[src/logic/dma_ram_defines.svh]
`ifndef DMA_RAM_DEFINES_SVH
`define DMA_RAM_DEFINES_SVH

// Byte address width on the cache DMA side
`define DMA_ADDR_WIDTH 32

// One data beat, same width on the DMA port and on the AXI side
`define DATA_WIDTH 64

// Beats per cache block, also the AXI burst length
`define BURST_BEATS 4

// Memory byte address width
// Upper DMA address bits are dropped here, so addresses wrap
`define AXI_ADDR_WIDTH 28

// RAM model depth in beats
`define MEM_WORDS 1024

// Cycles from the end of reset until the memory reports calibration done
`define CALIB_CYCLES 64

`endif

[src/logic/dma_ram_pkg.sv]
`include "dma_ram_defines.svh"

package dma_ram_pkg;

    // Block request from the cache DMA port
    // One packet moves BURST_BEATS beats in either direction
    typedef struct packed {
        logic                       write_not_read;
        logic [`DMA_ADDR_WIDTH-1:0] addr;
    } dma_pkt_s;

    // Burst address on the AW and AR channels
    // Length, size and burst type are fixed, so only the address travels
    typedef struct packed {
        logic [`AXI_ADDR_WIDTH-1:0] addr;
    } axi_addr_s;

    // One beat on the W or R channel
    typedef struct packed {
        logic [`DATA_WIDTH-1:0] data;
        logic                   last;
    } axi_beat_s;

endpackage

[src/logic/dma_axi_writer.sv]
`timescale 1ns/1ps
`include "dma_ram_defines.svh"

module dma_axi_writer
    import dma_ram_pkg::*;
    (input  logic                   ui_clk_lo
    ,input  logic                   rst_i

    ,input  logic                   start_i
    ,input  axi_addr_s              addr_i
    ,output logic                   busy_o

    ,input  logic [`DATA_WIDTH-1:0] dma_data_i
    ,input  logic                   dma_data_v_i
    ,output logic                   dma_data_yumi_o

    ,output axi_addr_s              aw_o
    ,output logic                   aw_v_o
    ,input  logic                   aw_ready_i
    ,output axi_beat_s              w_o
    ,output logic                   w_v_o
    ,input  logic                   w_ready_i
    ,input  logic                   b_v_i
    ,output logic                   b_ready_o
    );

    localparam int BEAT_W = $clog2(`BURST_BEATS);

    typedef enum logic [1:0] {
        S_IDLE,
        S_ADDR,
        S_DATA,
        S_RESP
    } wr_state_e;

    wr_state_e         state;
    axi_addr_s         addr_r;
    logic [BEAT_W-1:0] beat_cnt;
    logic              beat_xfer;
    logic              last_beat;

    assign last_beat = (beat_cnt == BEAT_W'(`BURST_BEATS - 1));
    assign beat_xfer = w_v_o & w_ready_i;

    assign busy_o = (state != S_IDLE);

    assign aw_o   = addr_r;
    assign aw_v_o = (state == S_ADDR);

    // Write data goes straight from the DMA port onto W
    assign w_v_o           = (state == S_DATA) & dma_data_v_i;
    assign w_o.data        = dma_data_i;
    assign w_o.last        = last_beat;
    assign dma_data_yumi_o = beat_xfer;

    assign b_ready_o = (state == S_RESP);

    always_ff @(posedge ui_clk_lo) begin
        if (rst_i) begin
            state    <= S_IDLE;
            beat_cnt <= '0;
        end else begin
            case (state)
                S_IDLE: begin
                    beat_cnt <= '0;
                    if (start_i)
                        state <= S_ADDR;
                end
                S_ADDR: begin
                    if (aw_ready_i)
                        state <= S_DATA;
                end
                S_DATA: begin
                    if (beat_xfer) begin
                        beat_cnt <= beat_cnt + 1'b1;
                        if (last_beat)
                            state <= S_RESP;
                    end
                end
                default: begin
                    // Response is always OKAY
                    if (b_v_i)
                        state <= S_IDLE;
                end
            endcase
        end
    end

    always_ff @(posedge ui_clk_lo) begin
        if (start_i && state == S_IDLE)
            addr_r <= addr_i;
    end

    // After the final beat W goes quiet and the memory answers at once
    a_last_then_resp: assert property (@(posedge ui_clk_lo) disable iff (rst_i)
        (beat_xfer && w_o.last) |=> (b_ready_o && b_v_i && !w_v_o));

endmodule

[src/logic/dma_axi_reader.sv]
`timescale 1ns/1ps
`include "dma_ram_defines.svh"

module dma_axi_reader
    import dma_ram_pkg::*;
    (input  logic                   ui_clk_lo
    ,input  logic                   rst_i

    ,input  logic                   start_i
    ,input  axi_addr_s              addr_i
    ,output logic                   busy_o

    ,output logic [`DATA_WIDTH-1:0] dma_data_o
    ,output logic                   dma_data_v_o
    ,input  logic                   dma_data_ready_i

    ,output axi_addr_s              ar_o
    ,output logic                   ar_v_o
    ,input  logic                   ar_ready_i
    ,input  axi_beat_s              r_i
    ,input  logic                   r_v_i
    ,output logic                   r_ready_o
    );

    typedef enum logic [1:0] {
        S_IDLE,
        S_ADDR,
        S_DATA
    } rd_state_e;

    rd_state_e state;
    axi_addr_s addr_r;

    assign busy_o = (state != S_IDLE);

    assign ar_o   = addr_r;
    assign ar_v_o = (state == S_ADDR);

    // R flows through untouched, DMA back-pressure becomes R ready
    assign dma_data_o   = r_i.data;
    assign dma_data_v_o = (state == S_DATA) & r_v_i;
    assign r_ready_o    = (state == S_DATA) & dma_data_ready_i;

    always_ff @(posedge ui_clk_lo) begin
        if (rst_i) begin
            state <= S_IDLE;
        end else begin
            case (state)
                S_IDLE: begin
                    if (start_i)
                        state <= S_ADDR;
                end
                S_ADDR: begin
                    if (ar_ready_i)
                        state <= S_DATA;
                end
                default: begin
                    // Burst ends on the beat the memory marks last
                    if (r_v_i && r_ready_o && r_i.last)
                        state <= S_IDLE;
                end
            endcase
        end
    end

    always_ff @(posedge ui_clk_lo) begin
        if (start_i && state == S_IDLE)
            addr_r <= addr_i;
    end

endmodule

[src/logic/dma_axi_bridge.sv]
`timescale 1ns/1ps
`include "dma_ram_defines.svh"

module dma_axi_bridge
    import dma_ram_pkg::*;
    (input  logic                   ui_clk_lo
    ,input  logic                   rst_i

    ,input  dma_pkt_s               dma_pkt_i
    ,input  logic                   dma_pkt_v_i
    ,output logic                   dma_pkt_yumi_o

    ,output logic [`DATA_WIDTH-1:0] dma_data_o
    ,output logic                   dma_data_v_o
    ,input  logic                   dma_data_ready_i

    ,input  logic [`DATA_WIDTH-1:0] dma_data_i
    ,input  logic                   dma_data_v_i
    ,output logic                   dma_data_yumi_o

    ,input  logic                   calib_done_i

    ,output axi_addr_s              aw_o
    ,output logic                   aw_v_o
    ,input  logic                   aw_ready_i
    ,output axi_beat_s              w_o
    ,output logic                   w_v_o
    ,input  logic                   w_ready_i
    ,input  logic                   b_v_i
    ,output logic                   b_ready_o

    ,output axi_addr_s              ar_o
    ,output logic                   ar_v_o
    ,input  logic                   ar_ready_i
    ,input  axi_beat_s              r_i
    ,input  logic                   r_v_i
    ,output logic                   r_ready_o
    );

    logic      wr_busy, rd_busy;
    logic      pkt_accept;
    axi_addr_s pkt_addr;

    // One transaction at a time and nothing until the memory is calibrated
    assign pkt_accept     = dma_pkt_v_i & calib_done_i & ~wr_busy & ~rd_busy;
    assign dma_pkt_yumi_o = pkt_accept;

    // Drop the upper address bits so the memory space wraps
    assign pkt_addr.addr = dma_pkt_i.addr[`AXI_ADDR_WIDTH-1:0];

    dma_axi_writer writer
        (.ui_clk_lo      (ui_clk_lo)
        ,.rst_i          (rst_i)
        ,.start_i        (pkt_accept & dma_pkt_i.write_not_read)
        ,.addr_i         (pkt_addr)
        ,.busy_o         (wr_busy)
        ,.dma_data_i     (dma_data_i)
        ,.dma_data_v_i   (dma_data_v_i)
        ,.dma_data_yumi_o(dma_data_yumi_o)
        ,.aw_o           (aw_o)
        ,.aw_v_o         (aw_v_o)
        ,.aw_ready_i     (aw_ready_i)
        ,.w_o            (w_o)
        ,.w_v_o          (w_v_o)
        ,.w_ready_i      (w_ready_i)
        ,.b_v_i          (b_v_i)
        ,.b_ready_o      (b_ready_o)
        );

    dma_axi_reader reader
        (.ui_clk_lo       (ui_clk_lo)
        ,.rst_i           (rst_i)
        ,.start_i         (pkt_accept & ~dma_pkt_i.write_not_read)
        ,.addr_i          (pkt_addr)
        ,.busy_o          (rd_busy)
        ,.dma_data_o      (dma_data_o)
        ,.dma_data_v_o    (dma_data_v_o)
        ,.dma_data_ready_i(dma_data_ready_i)
        ,.ar_o            (ar_o)
        ,.ar_v_o          (ar_v_o)
        ,.ar_ready_i      (ar_ready_i)
        ,.r_i             (r_i)
        ,.r_v_i           (r_v_i)
        ,.r_ready_o       (r_ready_o)
        );

    // Calibration never drops once reported, so yumi never precedes it
    a_calib_sticky: assert property (@(posedge ui_clk_lo) disable iff (rst_i)
        calib_done_i |=> calib_done_i);

endmodule

[config.mk]
export PLATFORM = sky130hd
export DESIGN_NAME = dma_axi_bridge
export DESIGN_NICKNAME = d
export VERILOG_FILES = /design/src/logic/dma_ram_pkg.sv /design/src/logic/dma_axi_writer.sv /design/src/logic/dma_axi_reader.sv /design/src/logic/dma_axi_bridge.sv
export VERILOG_INCLUDE_DIRS = /design/src /design/src/logic
export SDC_FILE = /design/constraint.sdc
export NUM_CORES = 1
export LEC_CHECK = 0
export BUFFER_PORTS_ARGS = -buffer_cell sky130_fd_sc_hd__buf_4
export CAP_MARGIN = 20
export CORE_AREA = 5 5 140 142
export CTS_BUF_LIST = sky130_fd_sc_hd__clkbuf_8 sky130_fd_sc_hd__clkbuf_16
export DETAILED_ROUTE_END_ITERATION = 10
export DIE_AREA = 0 0 145 147
export PLACE_DENSITY = 0.47
export SYNTH_ARGS = -nofsm -noshare
export SYNTH_HDL_FRONTEND = slang
export SYNTH_SLANG_ARGS = --single-unit
[constraint.sdc]
create_clock -name ui_clk_lo -period 2.65 [get_ports ui_clk_lo]
set_input_delay 0.53 -clock ui_clk_lo [delete_from_list [all_inputs] [get_ports ui_clk_lo]]
set_output_delay 0.53 -clock ui_clk_lo [all_outputs]
set_load 0.02 [all_outputs]
==> results of run 1 <==
layout make-up:
| type | instances | share of cell area |
|---|---|---|
| Multi-Input combinational cell | 40 | 0.08444 |
| Clock buffer | 9 | 0.06440 |
| Timing Repair Buffer | 106 | 0.2275 |
| Tap cell | 234 | 0.08372 |
| Sequential cell | 62 | 0.5152 |
| Clock inverter | 6 | 0.01825 |
| Inverter | 6 | 0.006440 |
metal layers:
| metal | vias up | wire (um) |
|---|---|---|
| met1 | 621 | 2485 |
| met5 | - | 0 |
| met3 | 10 | 4403 |
| met4 | 0 | 108 |
| li1 | 644 | - |
| met2 | 282 | 6268 |
critical path, delay by kind of cell, from the launching register on:
family | cells | cell delay, ns
adder cells (fa/ha/maj) | 1 | 0.25
buffers and inverters | 3 | 0.36
flip-flops | 1 | 0.39
AND/OR/NAND/NOR | 1 | 0.15
power groups by stage:
| stage | logic (uW) | clock network (uW) | registers, uW |
|---|---|---|---|
| final | 444 | 1100 | 1190 |
| after global routing | 488 | 1180 | 1190 |
| after CTS | 457 | 1140 | 1190 |
| after detailed placement | 455 | 0 | 1210 |
| after global placement | 455 | 0 | 1210 |
| after floorplan | 459 | 0 | 1270 |
cell usage in the layout (no fill, tap or decap):
cell type	netlist	routed
a21oi_1	3	3
a221oi_2	1	1
and2_1	1	1
and2b_2	1	1
and3_2	1	1
and3b_2	2	2
and4bb_1	1	1
buf_4	129	106
bufinv_16	0	1
clkbuf_16	0	9
clkinv_2	0	2
clkinv_4	0	1
clkinvlp_4	0	2
dfxtp_1	6	6
edfxtp_1	56	56
ha_1	6	6
inv_1	6	6
mux2_1	1	1
mux2i_1	1	1
nand2_1	3	3
nand2b_1	3	3
nand3_1	5	5
nor2_1	4	3
nor2_2	0	1
nor2b_1	1	1
nor3_1	2	2
o21ai_0	1	1
o21ai_1	1	1
o32ai_1	1	1
or2_0	1	1
worst max path at each step:
stage	startpoint	to	cells after the start
after floorplan	dma_pkt_v_i	reader.ar_o[0]$_DFFE_PP_	3
after CTS	writer.state[0]$_SDFFE_PP0P_	dma_data_yumi_o	5
after detailed placement	dma_pkt_v_i	writer.aw_o[25]$_DFFE_PP_	3
after global routing	writer.state[1]$_SDFFE_PP0P_	dma_pkt_yumi_o	5
after global placement	dma_pkt_v_i	writer.aw_o[25]$_DFFE_PP_	3
final	writer.state[0]$_SDFFE_PP0P_	dma_data_yumi_o	5
through the flow:
stage	std cells	instance area, um^2	utilization	total power, uW	hold slack (ns)
after global routing	463	3497	0.1908	2862	0.3735
after global placement	448	3208	0.1750	1662	0.4596
final	463	3497	0.1908	2730	0.3920
after detailed placement	448	3208	0.1750	1665	0.4728
after CTS	463	3497	0.1908	2784	0.3732
after floorplan	237	3085	-	1729	0.4455
cells by family after synthesis:
family / Yosys count / synth area share
buffers and inverters: 135 / 0.3212
flip-flops: 62 / 0.5839
AND/OR/NAND/NOR: 25 / 0.04785
AO/OA/AOI/OAI: 7 / 0.01581
adder cells (fa/ha/maj): 6 / 0.02433
multiplexers: 2 / 0.006894
state kept, by name, summed over array words and instances, names as in the netlist:
name / cells
reader.ar_o: 28
reader.state: 2
writer.aw_o: 28
writer.beat_cnt: 2
writer.state: 2
==> flow_metrics.tcl, run 1 <==
set metrics [dict create \
    syn_area_um2 3085 \
    h-tree-depth 3 \
    grt_pass1_wl_um 16840 \
    maxSlewViolCount 0 \
    hp-start "dma_pkt_i[6]" \
    crit_type "reg -> out" \
    pwr-share-clk 0.402 \
    r2r_end "writer.aw_o[22]$_DFFE_PP_" \
    cts_buffers 9 \
    fin_ws_ns 0.6439 \
    p_seq_frac 0.435 \
    synth.distinct_cells 24 \
    p_per_area_nw_per_um2 780.7 \
    cp_max_fo 5 \
    worstPathCellList "inv_1 -> ha_1 -> nand3_1 -> inv_1 -> buf_4" \
    slew_headroom 0.5496 \
    die_y_um 147 \
    hold_end "reader.ar_o[6]$_DFFE_PP_" \
    crit_path_end_kind "output pin" \
    met1_usage 0.06127 \
    tritoncts "built" \
    crit_top_cell "inv_1" \
    ctsResizeCount 0 \
    synth_common_cells "129 x buf_4, 56 x edfxtp_1, 6 x dfxtp_1, 6 x ha_1, 6 x inv_1" \
    top_usage_layer "met2" \
    p_leak_uw 0.001371 \
    grt_pass1_vias 1631 \
    syn_nets 416 \
    synthCells 237 \
    setup_viol 0 \
    num_antenna_cells 0 \
    setup_tns_ns 0 \
    r2r_start "writer.state[0]$_SDFFE_PP0P_" \
    required_ns 2.12 \
    place.gp.congestion 0.8787 \
    switchingPower_uw 668.6 \
    yosysMostFrequentCell "buf_4" \
    clk_path_buf_depth 2 \
    cts_hold_buf 0 \
    area_growth_pct 13.34 \
    die-width_um 145 \
    vdd_drop_max_mv 0.3643 \
    p_sw_frac 0.2449 \
    hold_viol_final 0 \
    combPwrFrac 0.163 \
    hpwl_um 12080 \
    rsz0062_at_grt "false" \
    synth.area.top_cells "edfxtp_1 55%, buf_4 31%, dfxtp_1 3.9%" \
    antenna_found_initial 0 \
    status "finished clean" \
    drtPass1Iterations 4 \
    tightest_slew_ns 0.6755 \
    cts_root_buf "clkbuf_16" \
    ys_ff_latch 62 \
    detail_route.iter0.violations 26 \
    use_met2 0.1875 \
    io_buffers 105 \
    critPathLaunchType "flop" \
    yosysSeqAreaShare 0.5839 \
    hold_class "in -> reg" \
    met3_usage 0.1851 \
    multi_input_area_um2 295.3 \
    rows 50 \
    p_int_uw 2062 \
    yosysTopAreaCellShare 0.5450 \
    yosys.area.top_type "edfxtp_1" \
    postRouteAntennaNets 0 \
    insertion_delay_ns 0.32 \
    finalCritPeriodShare 0.7570 \
    ys_warn_count 0 \
    drive_gt1_frac 0.5546 \
    slowest_delay_ns 0.39 \
    pre_cts_slack_ns 0.7405 \
    post-route-min-period_ns 2.006 \
    clock-sinks 62 \
    grt_overflow 0 \
    min_path_cells 1 \
    layout.nets 404 \
    synth_edf_count 56 \
    core-area_um2 18330 \
    crit_slowest_cell "dfxtp_1" \
    maxCapViolations 0 \
    seq_area_um2 1802 \
    cts_setup_buffers 0 \
    die-area_um2 21320 \
    ff2ff_path_depth 3 \
    fin_worst_skew_ns 0.008604 \
    max_freq_mhz 498.5 \
    grt_max_degree 29 \
    start_util 0.1683 \
    ios 366 \
    drc 0 \
    synth-main-ff-cell "edfxtp_1" \
    fillCellCount 1967 \
    grt_use_total 0.1165 \
    wl_per_cell_um 28.65 \
    avgSynthCellArea_um2 13.02 \
    avgViaCountPerCell 3.363 \
    cts.reportedPaths.clkPinSlew_ns 0.05 \
    ys_async_sr_fraction 0 \
    reg2reg_slack_ns 0.85 \
    vias 1557 \
    wirelength_um 13270 \
    arrival_ns 1.48 \
]
Note: power is estimated with default switching activity, not from simulation.
==> run 2: changes to the inputs <==
- clock period: 2.65 -> 2 ns (I/O delays scaled with it)
==> run 2 against run 1 <==
Net effect: clock skew is 0.00078 ns lower; sequential cell count stayed put; clock-buffer cell count stayed put; critical path depth stayed put; sequential power is 32% higher; register-to-register slack worse by 0.52 ns.
==> flow_metrics.tcl, run 2 (synthesis results as in run 1) <==
set metrics [dict create \
    die-area_um2 21320 \
    cts.reportedPaths.clkPinSlew_ns 0.05 \
    critPathLaunchType "flop" \
    h-tree-depth 3 \
    vdd_drop_max_mv 0.4847 \
    grt_overflow 0 \
    io_buffers 105 \
    hold_viol_final 0 \
    p_int_uw 2736 \
    insertion_delay_ns 0.32 \
    arrival_ns 1.45 \
    grt_max_degree 29 \
    p_seq_frac 0.436 \
    drtPass1Iterations 4 \
    wirelength_um 13580 \
    max_freq_mhz 540.5 \
    grt_pass1_vias 1636 \
    min_path_cells 1 \
    switchingPower_uw 875.5 \
    drive_gt1_frac 0.5455 \
    final_common_cell "buf_4" \
    area_growth_pct 14.36 \
    hold_class "in -> reg" \
    detail_route.iter0.violations 37 \
    slew_headroom 0.8049 \
    finalCritPeriodShare 0.9250 \
    setup_tns_ns 0 \
    ff2ff_path_depth 5 \
    met3_usage 0.1937 \
    tightest_slew_ns 0.2927 \
    crit_path_end_kind "output pin" \
    drc 0 \
    final_cell_mix "105 x buf_4, 56 x edfxtp_1, 9 x clkbuf_16, 8 x inv_1" \
    cts_root_buf "clkbuf_16" \
    grt_use_total 0.1185 \
    crit_end "dma_pkt_yumi_o" \
    place.gp.congestion 0.9098 \
    antenna_found_initial 0 \
    maxCapViolations 0 \
    critPathBufInv 3 \
    crit_top_cell "inv_1" \
    clk_path_buf_depth 2 \
    core-area_um2 18330 \
    ios 366 \
    postRouteAntennaNets 0 \
    cts_hold_buf 0 \
    r2r_start "writer.state[0]$_SDFFE_PP0P_" \
    tritoncts "built" \
    r2r_end "writer.state[0]$_SDFFE_PP0P_" \
    avgViaCountPerCell 3.417 \
    p_sw_frac 0.2424 \
    maxSlewViolCount 0 \
    crit_slowest_cell "dfxtp_1" \
    crit_type "reg -> out" \
    layout.nets 405 \
    setup.worst_path.start "writer.state[0]$_SDFFE_PP0P_" \
    fin_ws_ns 0.1500 \
    grt_pass1_wl_um 17330 \
    start_util 0.1683 \
    worstPathCellList "inv_1 -> ha_1 -> nand2_1 -> inv_1 -> buf_4" \
    pwr-share-clk 0.397 \
    cp.depth 5 \
    wl_per_cell_um 29.21 \
    critPathTopFamily "flip-flops" \
    met1_usage 0.05125 \
    fin_worst_skew_ns 0.007825 \
    use_met2 0.1979 \
    required_ns 1.60 \
    hold_ws_ns 0.2689 \
    slowest_delay_ns 0.39 \
    rows 50 \
    p_leak_uw 0.001388 \
    hp-start "dma_pkt_i[1]" \
    post-route-min-period_ns 1.850 \
    die_y_um 147 \
    status "finished clean" \
    cts_buffers 9 \
    rsz0062_at_grt "false" \
    num_antenna_cells 0 \
    reg2reg_slack_ns 0.33 \
    combPwrFrac 0.167 \
    vias 1589 \
    hpwl_um 12320 \
    die-width_um 145 \
    setup_viol 0 \
    clock-sinks 62 \
    p_per_area_nw_per_um2 1024 \
    top_usage_layer "met2" \
    pre_cts_slack_ns 0.3398 \
    cp_max_fo 6 \
]
## run 2: metrics by stage
stage                 util  instance area, um^2  total power [uW]  instances
CTS                 0.1922                 3523              3675        465
detailed placement  0.1768                 3241              2212        449
global route        0.1925                 3528              3779        465
global placement    0.1768                 3241              2203        449
floorplan                -                 3088              2291        237
finish              0.1925                 3528              3612        465
## run 2: power by group through the flow
stage / Combinational, uW / Sequential, uW / Clock (uW)
2_1_floorplan: 609 / 1680 / 0
3_3_place_gp: 604 / 1600 / 0
3_5_place_dp: 612 / 1600 / 0
4_1_cts: 613 / 1580 / 1490
5_1_grt: 658 / 1580 / 1540
6_report: 603 / 1570 / 1440
## run 2: per-layer routing
layer  share of wire  vias up
met5          0.0041        -
met4           0.011        2
met3            0.34       16
met2            0.48      287
met1            0.16      637
li1                -      647
## run 2: area by class of cell
cell class              instances  area (um^2)
fillers                      1970        14800
flip-flops and latches         62         1802
repair buffers                107        828.3
multi-input cells              40        300.3
well taps                     234        292.8
clock buffers                   9        225.2
clock inverters                 7        57.56
inverters                       6        22.52
## run 2: worst min path at each step
stage / to / slack, ns
2_1_floorplan: writer.beat_cnt[1]$_SDFFE_PP0P_ / 0.45
3_3_place_gp: writer.beat_cnt[1]$_SDFFE_PP0P_ / 0.46
3_5_place_dp: writer.beat_cnt[1]$_SDFFE_PP0P_ / 0.47
4_1_cts: reader.ar_o[27]$_DFFE_PP_ / 0.26
5_1_grt: reader.ar_o[27]$_DFFE_PP_ / 0.25
6_report: reader.ar_o[1]$_DFFE_PP_ / 0.27
## run 2: what timing repair did
action | CTS | global route
buffers inserted | 0 | 0
setup endpoints to repair | 0 | 1
resized for setup | 0 | 1
